===== config.mk =====
export PLATFORM = sky130hd
export DESIGN_NAME = amul_top
export DESIGN_NICKNAME = d
export VERILOG_FILES = /design/src/amul_pkg.sv /design/src/amul_decode.sv /design/src/amul_execute.sv /design/src/amul_loa_adder.sv /design/src/amul_result.sv /design/src/amul_stage_reg.sv /design/src/amul_top.sv
export VERILOG_INCLUDE_DIRS = /design/src
export SDC_FILE = /design/constraint.sdc
export NUM_CORES = 1
export LEC_CHECK = 0
export BUFFER_PORTS_ARGS = -buffer_cell sky130_fd_sc_hd__buf_2
export CELL_PAD_IN_SITES_DETAIL_PLACEMENT = 0
export CELL_PAD_IN_SITES_GLOBAL_PLACEMENT = 1
export CORE_UTILIZATION = 49
export DETAILED_ROUTE_END_ITERATION = 10
export PLACE_DENSITY_LB_ADDON = 0.1
export SYNTH_ARGS = -nofsm -noshare
export SYNTH_HDL_FRONTEND = slang
export SYNTH_SLANG_ARGS = --single-unit

===== constraint.sdc =====
create_clock -name clk -period 6.3 [get_ports clk]
set_input_delay 0.315 -clock clk [delete_from_list [all_inputs] [get_ports clk]]
set_output_delay 0.315 -clock clk [all_outputs]
set_load 0.005 [all_outputs]

===== src/amul_cfg.svh =====
`ifndef AMUL_CFG_SVH
`define AMUL_CFG_SVH

//////////////////////////////
// approximation settings
//////////////////////////////

// OR-approximated low bits of the 6x6 merge adder
// (the adder inside the recursive high product)
`define AMUL_INNER_APPROX 2

// OR-approximated low bits of the 8x8 merge adder
`define AMUL_OUTER_APPROX 5

//////////////////////////////
// pipeline
//////////////////////////////

// input sample to out_valid, in rising edges:
// decode register, execute register, result register
`define AMUL_LATENCY 3

`endif


===== src/amul_pkg.sv =====
`default_nettype none

package amul_pkg;

    //////////////////////////////
    // decode -> execute
    //////////////////////////////

    // operand magnitudes split 6/2, the high field takes
    // the upper six bits of each magnitude
    typedef struct packed {
        logic [5:0] a_hi;
        logic [5:0] b_hi;
        logic [1:0] a_lo;
        logic [1:0] b_lo;
        // result is negated in the result stage
        logic       neg;
    } dec_t;

    //////////////////////////////
    // execute -> result
    //////////////////////////////

    // partial products of the 2/6 split
    //   p_hh  a_hi x b_hi, approximate (recursive 3/3)
    //   p_hl  a_hi x b_lo, exact
    //   p_lh  a_lo x b_hi, exact
    //   p_ll  a_lo x b_lo, exact
    typedef struct packed {
        logic [11:0] p_hh;
        logic [7:0]  p_hl;
        logic [7:0]  p_lh;
        logic [3:0]  p_ll;
        logic        neg;
    } exe_t;

endpackage

`default_nettype wire


===== src/amul_decode.sv =====
`timescale 1ns/100ps
`default_nettype none

// operand sign handling and 2/6 field split
module amul_decode (
    input  logic               signed_mode,
    input  logic [7:0]         a,
    input  logic [7:0]         b,
    output amul_pkg::dec_t     dec
);

    logic       a_neg;
    logic       b_neg;
    logic [7:0] a_mag;
    logic [7:0] b_mag;

    //////////////////////////////
    // magnitudes
    //////////////////////////////

    assign a_neg = signed_mode & a[7];
    assign b_neg = signed_mode & b[7];

    // -128 comes out as 8'h80, which is fine unsigned
    assign a_mag = a_neg ? (~a + 8'd1) : a;
    assign b_mag = b_neg ? (~b + 8'd1) : b;

    //////////////////////////////
    // field split
    //////////////////////////////

    always_comb begin
        dec.a_hi = a_mag[7:2];
        dec.b_hi = b_mag[7:2];
        dec.a_lo = a_mag[1:0];
        dec.b_lo = b_mag[1:0];
        // stays clear in unsigned mode
        dec.neg  = a_neg ^ b_neg;
    end

endmodule

`default_nettype wire


===== src/amul_execute.sv =====
`timescale 1ns/100ps
`default_nettype none

`include "amul_cfg.svh"

// partial products of the 2/6 split
// the 6x6 high product is built recursively from a 3/3 split
module amul_execute (
    input  amul_pkg::dec_t dec,
    output amul_pkg::exe_t exe
);

    logic [2:0]  a_hh;
    logic [2:0]  a_hl;
    logic [2:0]  b_hh;
    logic [2:0]  b_hl;
    logic [5:0]  q_hh;
    logic [5:0]  q_hl;
    logic [5:0]  q_lh;
    logic [5:0]  q_ll;
    logic [6:0]  q_cross;
    logic [9:0]  q_merge;

    //////////////////////////////
    // 6x6 via 3/3 split
    //////////////////////////////

    assign a_hh = dec.a_hi[5:3];
    assign a_hl = dec.a_hi[2:0];
    assign b_hh = dec.b_hi[5:3];
    assign b_hl = dec.b_hi[2:0];

    // all four 3x3 products are exact
    assign q_hh = {3'b000, a_hh} * {3'b000, b_hh};
    assign q_hl = {3'b000, a_hh} * {3'b000, b_hl};
    assign q_lh = {3'b000, a_hl} * {3'b000, b_hh};
    assign q_ll = {3'b000, a_hl} * {3'b000, b_hl};

    amul_loa_adder #(
        .width_a     (6),
        .width_b     (6),
        .approx_bits (0)
    ) i_inner_cross (
        .x   (q_hl),
        .y   (q_lh),
        .sum (q_cross)
    );

    // high product sits over the upper half of the low product
    amul_loa_adder #(
        .width_a     (9),
        .width_b     (7),
        .approx_bits (`AMUL_INNER_APPROX)
    ) i_inner_merge (
        .x   ({q_hh, q_ll[5:3]}),
        .y   (q_cross),
        .sum (q_merge)
    );

    //////////////////////////////
    // payload
    //////////////////////////////

    always_comb begin
        // top merge bit is always zero, a 6x6 product fits 12 bits
        exe.p_hh = {q_merge[8:0], q_ll[2:0]};
        exe.p_hl = {2'b00, dec.a_hi} * {6'b000000, dec.b_lo};
        exe.p_lh = {6'b000000, dec.a_lo} * {2'b00, dec.b_hi};
        exe.p_ll = {2'b00, dec.a_lo} * {2'b00, dec.b_lo};
        exe.neg  = dec.neg;
    end

endmodule

`default_nettype wire


===== src/amul_loa_adder.sv =====
`timescale 1ns/100ps
`default_nettype none

// lower-part OR adder
// low approx_bits of sum are x | y, the rest is an exact add
// with no carry in from the low part
module amul_loa_adder #(
    parameter int width_a     = 8,
    parameter int width_b     = 8,
    parameter int approx_bits = 0
) (
    input  logic [width_a-1:0] x,
    input  logic [width_b-1:0] y,
    output logic [width_a:0]   sum
);

    logic [width_a-1:0] y_ext;

    assign y_ext = width_a'(y);

    generate
        if (approx_bits == 0) begin : g_exact
            assign sum = {1'b0, x} + {1'b0, y_ext};
        end else begin : g_approx
            assign sum[approx_bits-1:0] = x[approx_bits-1:0] | y_ext[approx_bits-1:0];
            // carry out of the upper part is the top result bit
            assign sum[width_a:approx_bits] = {1'b0, x[width_a-1:approx_bits]}
                                            + {1'b0, y_ext[width_a-1:approx_bits]};
        end
    endgenerate

endmodule

`default_nettype wire


===== src/amul_result.sv =====
`timescale 1ns/100ps
`default_nettype none

`include "amul_cfg.svh"

// outer 8x8 merge, sign restore and output register
module amul_result (
    input  logic           clk,
    input  logic           arst_n,
    input  logic           in_valid,
    input  amul_pkg::exe_t exe,
    output logic           out_valid,
    output logic [15:0]    product
);

    logic [8:0]  cross_sum;
    logic [14:0] merge_sum;
    logic [15:0] mag;
    logic [15:0] res;

    //////////////////////////////
    // merge
    //////////////////////////////

    amul_loa_adder #(
        .width_a     (8),
        .width_b     (8),
        .approx_bits (0)
    ) i_outer_cross (
        .x   (exe.p_hl),
        .y   (exe.p_lh),
        .sum (cross_sum)
    );

    amul_loa_adder #(
        .width_a     (14),
        .width_b     (9),
        .approx_bits (`AMUL_OUTER_APPROX)
    ) i_outer_merge (
        .x   ({exe.p_hh, exe.p_ll[3:2]}),
        .y   (cross_sum),
        .sum (merge_sum)
    );

    // low two bits of the 2x2 product pass straight to the bottom
    assign mag = {merge_sum[13:0], exe.p_ll[1:0]};
    assign res = exe.neg ? (~mag + 16'd1) : mag;

    //////////////////////////////
    // output register
    //////////////////////////////

    always_ff @(posedge clk or negedge arst_n) begin
        if (!arst_n) begin
            out_valid <= 1'b0;
            product   <= 16'd0;
        end else begin
            out_valid <= in_valid;
            if (in_valid) begin
                product <= res;
            end
        end
    end

endmodule

`default_nettype wire


===== src/amul_stage_reg.sv =====
`timescale 1ns/100ps
`default_nettype none

// pipeline register with a valid bit beside the payload
module amul_stage_reg #(
    parameter type payload_t = logic
) (
    input  logic     clk,
    input  logic     arst_n,
    input  logic     in_valid,
    input  payload_t in_data,
    output logic     out_valid,
    output payload_t out_data
);

    always_ff @(posedge clk or negedge arst_n) begin
        if (!arst_n) begin
            out_valid <= 1'b0;
        end else begin
            out_valid <= in_valid;
        end
    end

    // payload holds on idle cycles
    always_ff @(posedge clk) begin
        if (in_valid) begin
            out_data <= in_data;
        end
    end

endmodule

`default_nettype wire


===== src/amul_top.sv =====
`timescale 1ns/100ps
`default_nettype none

// approximate 8x8 multiplier, decode / execute / result pipeline
module amul_top (
    input  logic        clk,
    input  logic        arst_n,
    input  logic        in_valid,
    input  logic        signed_mode,
    input  logic [7:0]  a,
    input  logic [7:0]  b,
    output logic        out_valid,
    output logic [15:0] product
);

    import amul_pkg::*;

    dec_t dec_d;
    dec_t dec_q;
    logic dec_valid;
    exe_t exe_d;
    exe_t exe_q;
    logic exe_valid;

    amul_decode i_decode (
        .signed_mode (signed_mode),
        .a           (a),
        .b           (b),
        .dec         (dec_d)
    );

    amul_stage_reg #(.payload_t(dec_t)) i_dec_reg (
        .clk       (clk),
        .arst_n    (arst_n),
        .in_valid  (in_valid),
        .in_data   (dec_d),
        .out_valid (dec_valid),
        .out_data  (dec_q)
    );

    amul_execute i_execute (
        .dec (dec_q),
        .exe (exe_d)
    );

    amul_stage_reg #(.payload_t(exe_t)) i_exe_reg (
        .clk       (clk),
        .arst_n    (arst_n),
        .in_valid  (dec_valid),
        .in_data   (exe_d),
        .out_valid (exe_valid),
        .out_data  (exe_q)
    );

    amul_result i_result (
        .clk       (clk),
        .arst_n    (arst_n),
        .in_valid  (exe_valid),
        .exe       (exe_q),
        .out_valid (out_valid),
        .product   (product)
    );

endmodule

`default_nettype wire


==> run summary <==
=================================================================================
Slew @ Worst Pin ...................................................     0.774 ns
Most common cell on crit path ...................................... sky130_fd_sc_hd__fa_1
Synth Warn # .......................................................            0
Worst slew margin relative to its limit ............................        48.4%
Vias after detailed routing ........................................        3,527
DRC viols ..........................................................            0
Cell-by-cell trace of the critical path ............................ and2_1 > fa_1 > inv_1 > fa_1 > inv_1 > fa_1 > ha_1 > fa_1 > fa_1 > a21oi_1 > o21bai_1 > a21oi_1 > or4b_1 > o21ai_0 > a221o_1
Summed instance area of the synthesized netlist .................... 0.00524 mm^2
Overflow left after global routing .................................            0
Total power per unit cell area .....................................  358 mW/mm^2
Most used flip-flop cell after synthesis ........................... sky130_fd_sc_hd__edfxtp_1
Type of element launching the critical path ........................     register
Buffer count from post-CTS setup fixing ............................            0
Fraction of synthesis flops using an asynchronous set or reset pin .        27.5%
Run status .........................................................    completed
Internal Dissipation ...............................................    0.00128 W
Number of enable-type register cells in the synthesized netlist ....           50
Critical path class ................................................   reg -> reg
Max Root-Sink Buffers ..............................................            2
CTS Root Buffer Type ............................................... sky130_fd_sc_hd__clkbuf_8
Maximum number of pins on one net before global-route repair .......           35
Critical path's largest stage delay ................................      0.53 ns
Synthesized area per cell ..........................................    10.7 um^2
Number of nets still failing antenna checks after routing ..........            0
Syn-to-layout area delta ...........................................        11.1%
Routed via count divided by cell count .............................         5.21
Hold buffers post-CTS ..............................................            1
Vias in the first global route .....................................        3,468
Die height .........................................................       105 um
Crit path arrival time .............................................      4.95 ns
Leading post-synthesis cells by instance count ..................... sky130_fd_sc_hd__ha_1 (54), sky130_fd_sc_hd__and2_1 (51), sky130_fd_sc_hd__edfxtp_1 (50)
Leading cell types by total area after synthesis ................... sky130_fd_sc_hd__edfxtp_1 (29%), sky130_fd_sc_hd__ha_1 (13%), sky130_fd_sc_hd__dfrtp_1 (9.1%), sky130_fd_sc_hd__fa_1 (6.9%), sky130_fd_sc_hd__and2_1 (6.1%)
Routed wire length .................................................      9.11 mm
Setup repair after global routing missed its margin ................           no
Half-perimeter wire length after detailed placement ................      7.47 mm
Number of CTS-inserted buffers .....................................            9
Share of the cycle needed by the critical path after routing .......        76.7%
Port bufs ..........................................................           36
Proportion of synthesized chip area in sequential cells ............        37.7%
Top-area cell type share of the netlist area .......................        28.7%
Clock tree skew after final layout .................................    0.0114 ns
Number of detailed-routing iterations run before antenna repair ....            4
Seq cells post-synth ...............................................           69
Critical path peak fanout ..........................................            8
Wire length of the first global-routing pass .......................      15.6 mm
Logic gate share of total power ....................................        46.0%
Final routed wire length divided by cell count .....................      13.5 um
Initial Utilization ................................................        50.7%
Cells resized by post-CTS repair ...................................            0
CTS tree ...........................................................        built
Upper clock frequency limit ........................................      207 MHz
Share of total power in sequential cells ...........................        33.8%
Max-Cap Viols ......................................................            0
Largest area contributor in the synthesized netlist ................ sky130_fd_sc_hd__edfxtp_1
Worst path top cell family by delay ................................  adder cells
Max H-tree Level ...................................................            3
Net Sw Frac ........................................................        38.4%
Die X-Extent .......................................................       105 um
Top-level port count ...............................................           37
Latest clock arrival within the worst-skew pair ....................      0.36 ns
Final nets .........................................................          628
Die ar. ............................................................  0.0111 mm^2
Synth Net Count ....................................................          583
Largest vdd supply drop ............................................   0.000160 V
Clk slew on worst S/H paths ........................................      0.08 ns
Max-slew violations ................................................            0
Most frequent cell after synthesis ................................. sky130_fd_sc_hd__ha_1
Placer's final routability congestion estimate .....................        0.801
Global Route Usage Sum .............................................        17.8%
Max stage delay cell, worst path ................................... sky130_fd_sc_hd__fa_1
Distinct cell type count after synthesis ...........................           55
Type of destination of the critical path ...........................     register
Post-Synthesis Cells ...............................................          491
Path class of the lowest-slack min-delay path ......................    in -> reg
Fraction of final layout cells with drive strength greater than 1 ..        14.4%
Total clock sinks ..................................................           69
Final-report hold violation count ..................................            0
Setup Total Neg Slack ..............................................         0 ns
Initial antenna violation count ....................................            0
Final setup violating endpoints ....................................            0
Diode insertion count for antenna repair ...........................            0
Buffers plus inverters on the worst setup path .....................            2
Fraction of the core area covered by cells at the end of the flow ..        56.4%
Final critical-path required period ................................      4.83 ns
Iteration-0 DRC Markers ............................................          138
Switching pwr ......................................................   0.000800 W
Leakage power summed over all cells ................................      2.67 nW
Row Count ..........................................................           37
Portion of total power attributed to the clock network .............        20.2%
Core area ..........................................................  0.0103 mm^2
Data required, critical path .......................................      6.42 ns
=================================================================================
## metal layers
layer	track usage, %	share of wire (%)	vias up
li1	-	-	1816
met1	22.1	46	1654
met2	30.8	50	46
met3	3.40	2.5	11
met4	6.24	1.3	0
met5	0	0	-
## power groups by stage
stage / clock network (W) / logic (W) / registers, W
after floorplan: 0 / 0.000758 / 0.000694
after global routing: 0.000449 / 0.00109 / 0.000724
after CTS: 0.000430 / 0.000970 / 0.000705
after global placement: 0 / 0.000956 / 0.000711
final: 0.000421 / 0.000957 / 0.000704
after detailed placement: 0 / 0.000960 / 0.000715
## placed cells by master (no fill, tap or decap), types with 3 or more instances in the layout
cell / count
sky130_fd_sc_hd__edfxtp_1: 50
sky130_fd_sc_hd__and3_1: 3
sky130_fd_sc_hd__ha_1: 54
sky130_fd_sc_hd__o21bai_1: 9
sky130_fd_sc_hd__clkbuf_8: 9
sky130_fd_sc_hd__o21ai_1: 3
sky130_fd_sc_hd__xnor2_1: 15
sky130_fd_sc_hd__nand4_1: 7
sky130_fd_sc_hd__inv_1: 47
sky130_fd_sc_hd__nor2_1: 25
sky130_fd_sc_hd__a21o_1: 12
sky130_fd_sc_hd__o21ai_0: 5
sky130_fd_sc_hd__xor2_1: 31
sky130_fd_sc_hd__nand2b_1: 4
sky130_fd_sc_hd__nand3b_1: 3
sky130_fd_sc_hd__nand2_1: 29
sky130_fd_sc_hd__mux2i_1: 3
sky130_fd_sc_hd__a211o_1: 5
sky130_fd_sc_hd__dfrtp_1: 19
sky130_fd_sc_hd__and2_1: 51
sky130_fd_sc_hd__mux2_2: 9
sky130_fd_sc_hd__fa_1: 18
sky130_fd_sc_hd__buf_2: 36
sky130_fd_sc_hd__a22oi_1: 4
sky130_fd_sc_hd__a21oi_1: 32
sky130_fd_sc_hd__nand3_1: 5
sky130_fd_sc_hd__nor3_1: 6
## worst paths after layout
path / start / endpoint / slack (ns) / cells past startpoint
worst max-delay path: i_dec_reg.out_data[14]$_DFFE_PP_ / i_exe_reg.out_data[32]$_DFFE_PP_ / 1.47 / 15
worst min-delay path: b[0] / i_dec_reg.out_data[1]$_DFFE_PP_ / 0.18 / 1
worst max register to register: i_dec_reg.out_data[14]$_DFFE_PP_ / i_exe_reg.out_data[32]$_DFFE_PP_ / 1.47 / 15
worst min register to register: i_dec_reg.out_data[0]$_DFFE_PP_ / i_exe_reg.out_data[0]$_DFFE_PP_ / 0.47 / 0
max in group asynchronous: arst_n / i_result.product[6]$_DFFE_PN0P_ / 5.55 / 2
min in group asynchronous: arst_n / i_result.product[4]$_DFFE_PN0P_ / 0.43 / 2
## area by class of cell
type,count,area [um^2]
multi-input cells,371,3070
flip-flops and latches,69,1980
inverters,47,176
clock buffers,9,124
repair buffers,38,198
well taps,136,170
fillers,896,4500
clock inverters,7,106
## sequential cells by signal (all words and copies together), names as in the netlist
register             cells
i_result.product        16
i_exe_reg.out_data      33
i_exe_reg.out_valid      1
i_dec_reg.out_valid      1
i_result.out_valid       1
i_dec_reg.out_data      17
## per-stage QoR
stage | total power, W | hold slack [ns] | instances | cell area, um^2 | setup slack, ns
after floorplan | 0.00145 | 0.0194 | 491 | 5240 | 1.72
after global placement | 0.00167 | 0.284 | 660 | 5580 | 1.55
after detailed placement | 0.00168 | 0.287 | 660 | 5580 | 1.46
after CTS | 0.00211 | 0.170 | 677 | 5820 | 1.44
after global routing | 0.00226 | 0.178 | 677 | 5820 | 1.19
final | 0.00208 | 0.179 | 677 | 5820 | 1.47
## cells by family after synthesis
kind of cell | count (synthesis) | share of synthesized area [%]
flops | 69 | 37.7
compound gates | 90 | 12.0
xor+xnor | 46 | 7.69
mux | 12 | 2.51
buf+inv | 51 | 3.65
fa+ha+maj | 72 | 19.8
simple gates | 151 | 16.6
No activity file was read; power rests on OpenSTA's default activity.
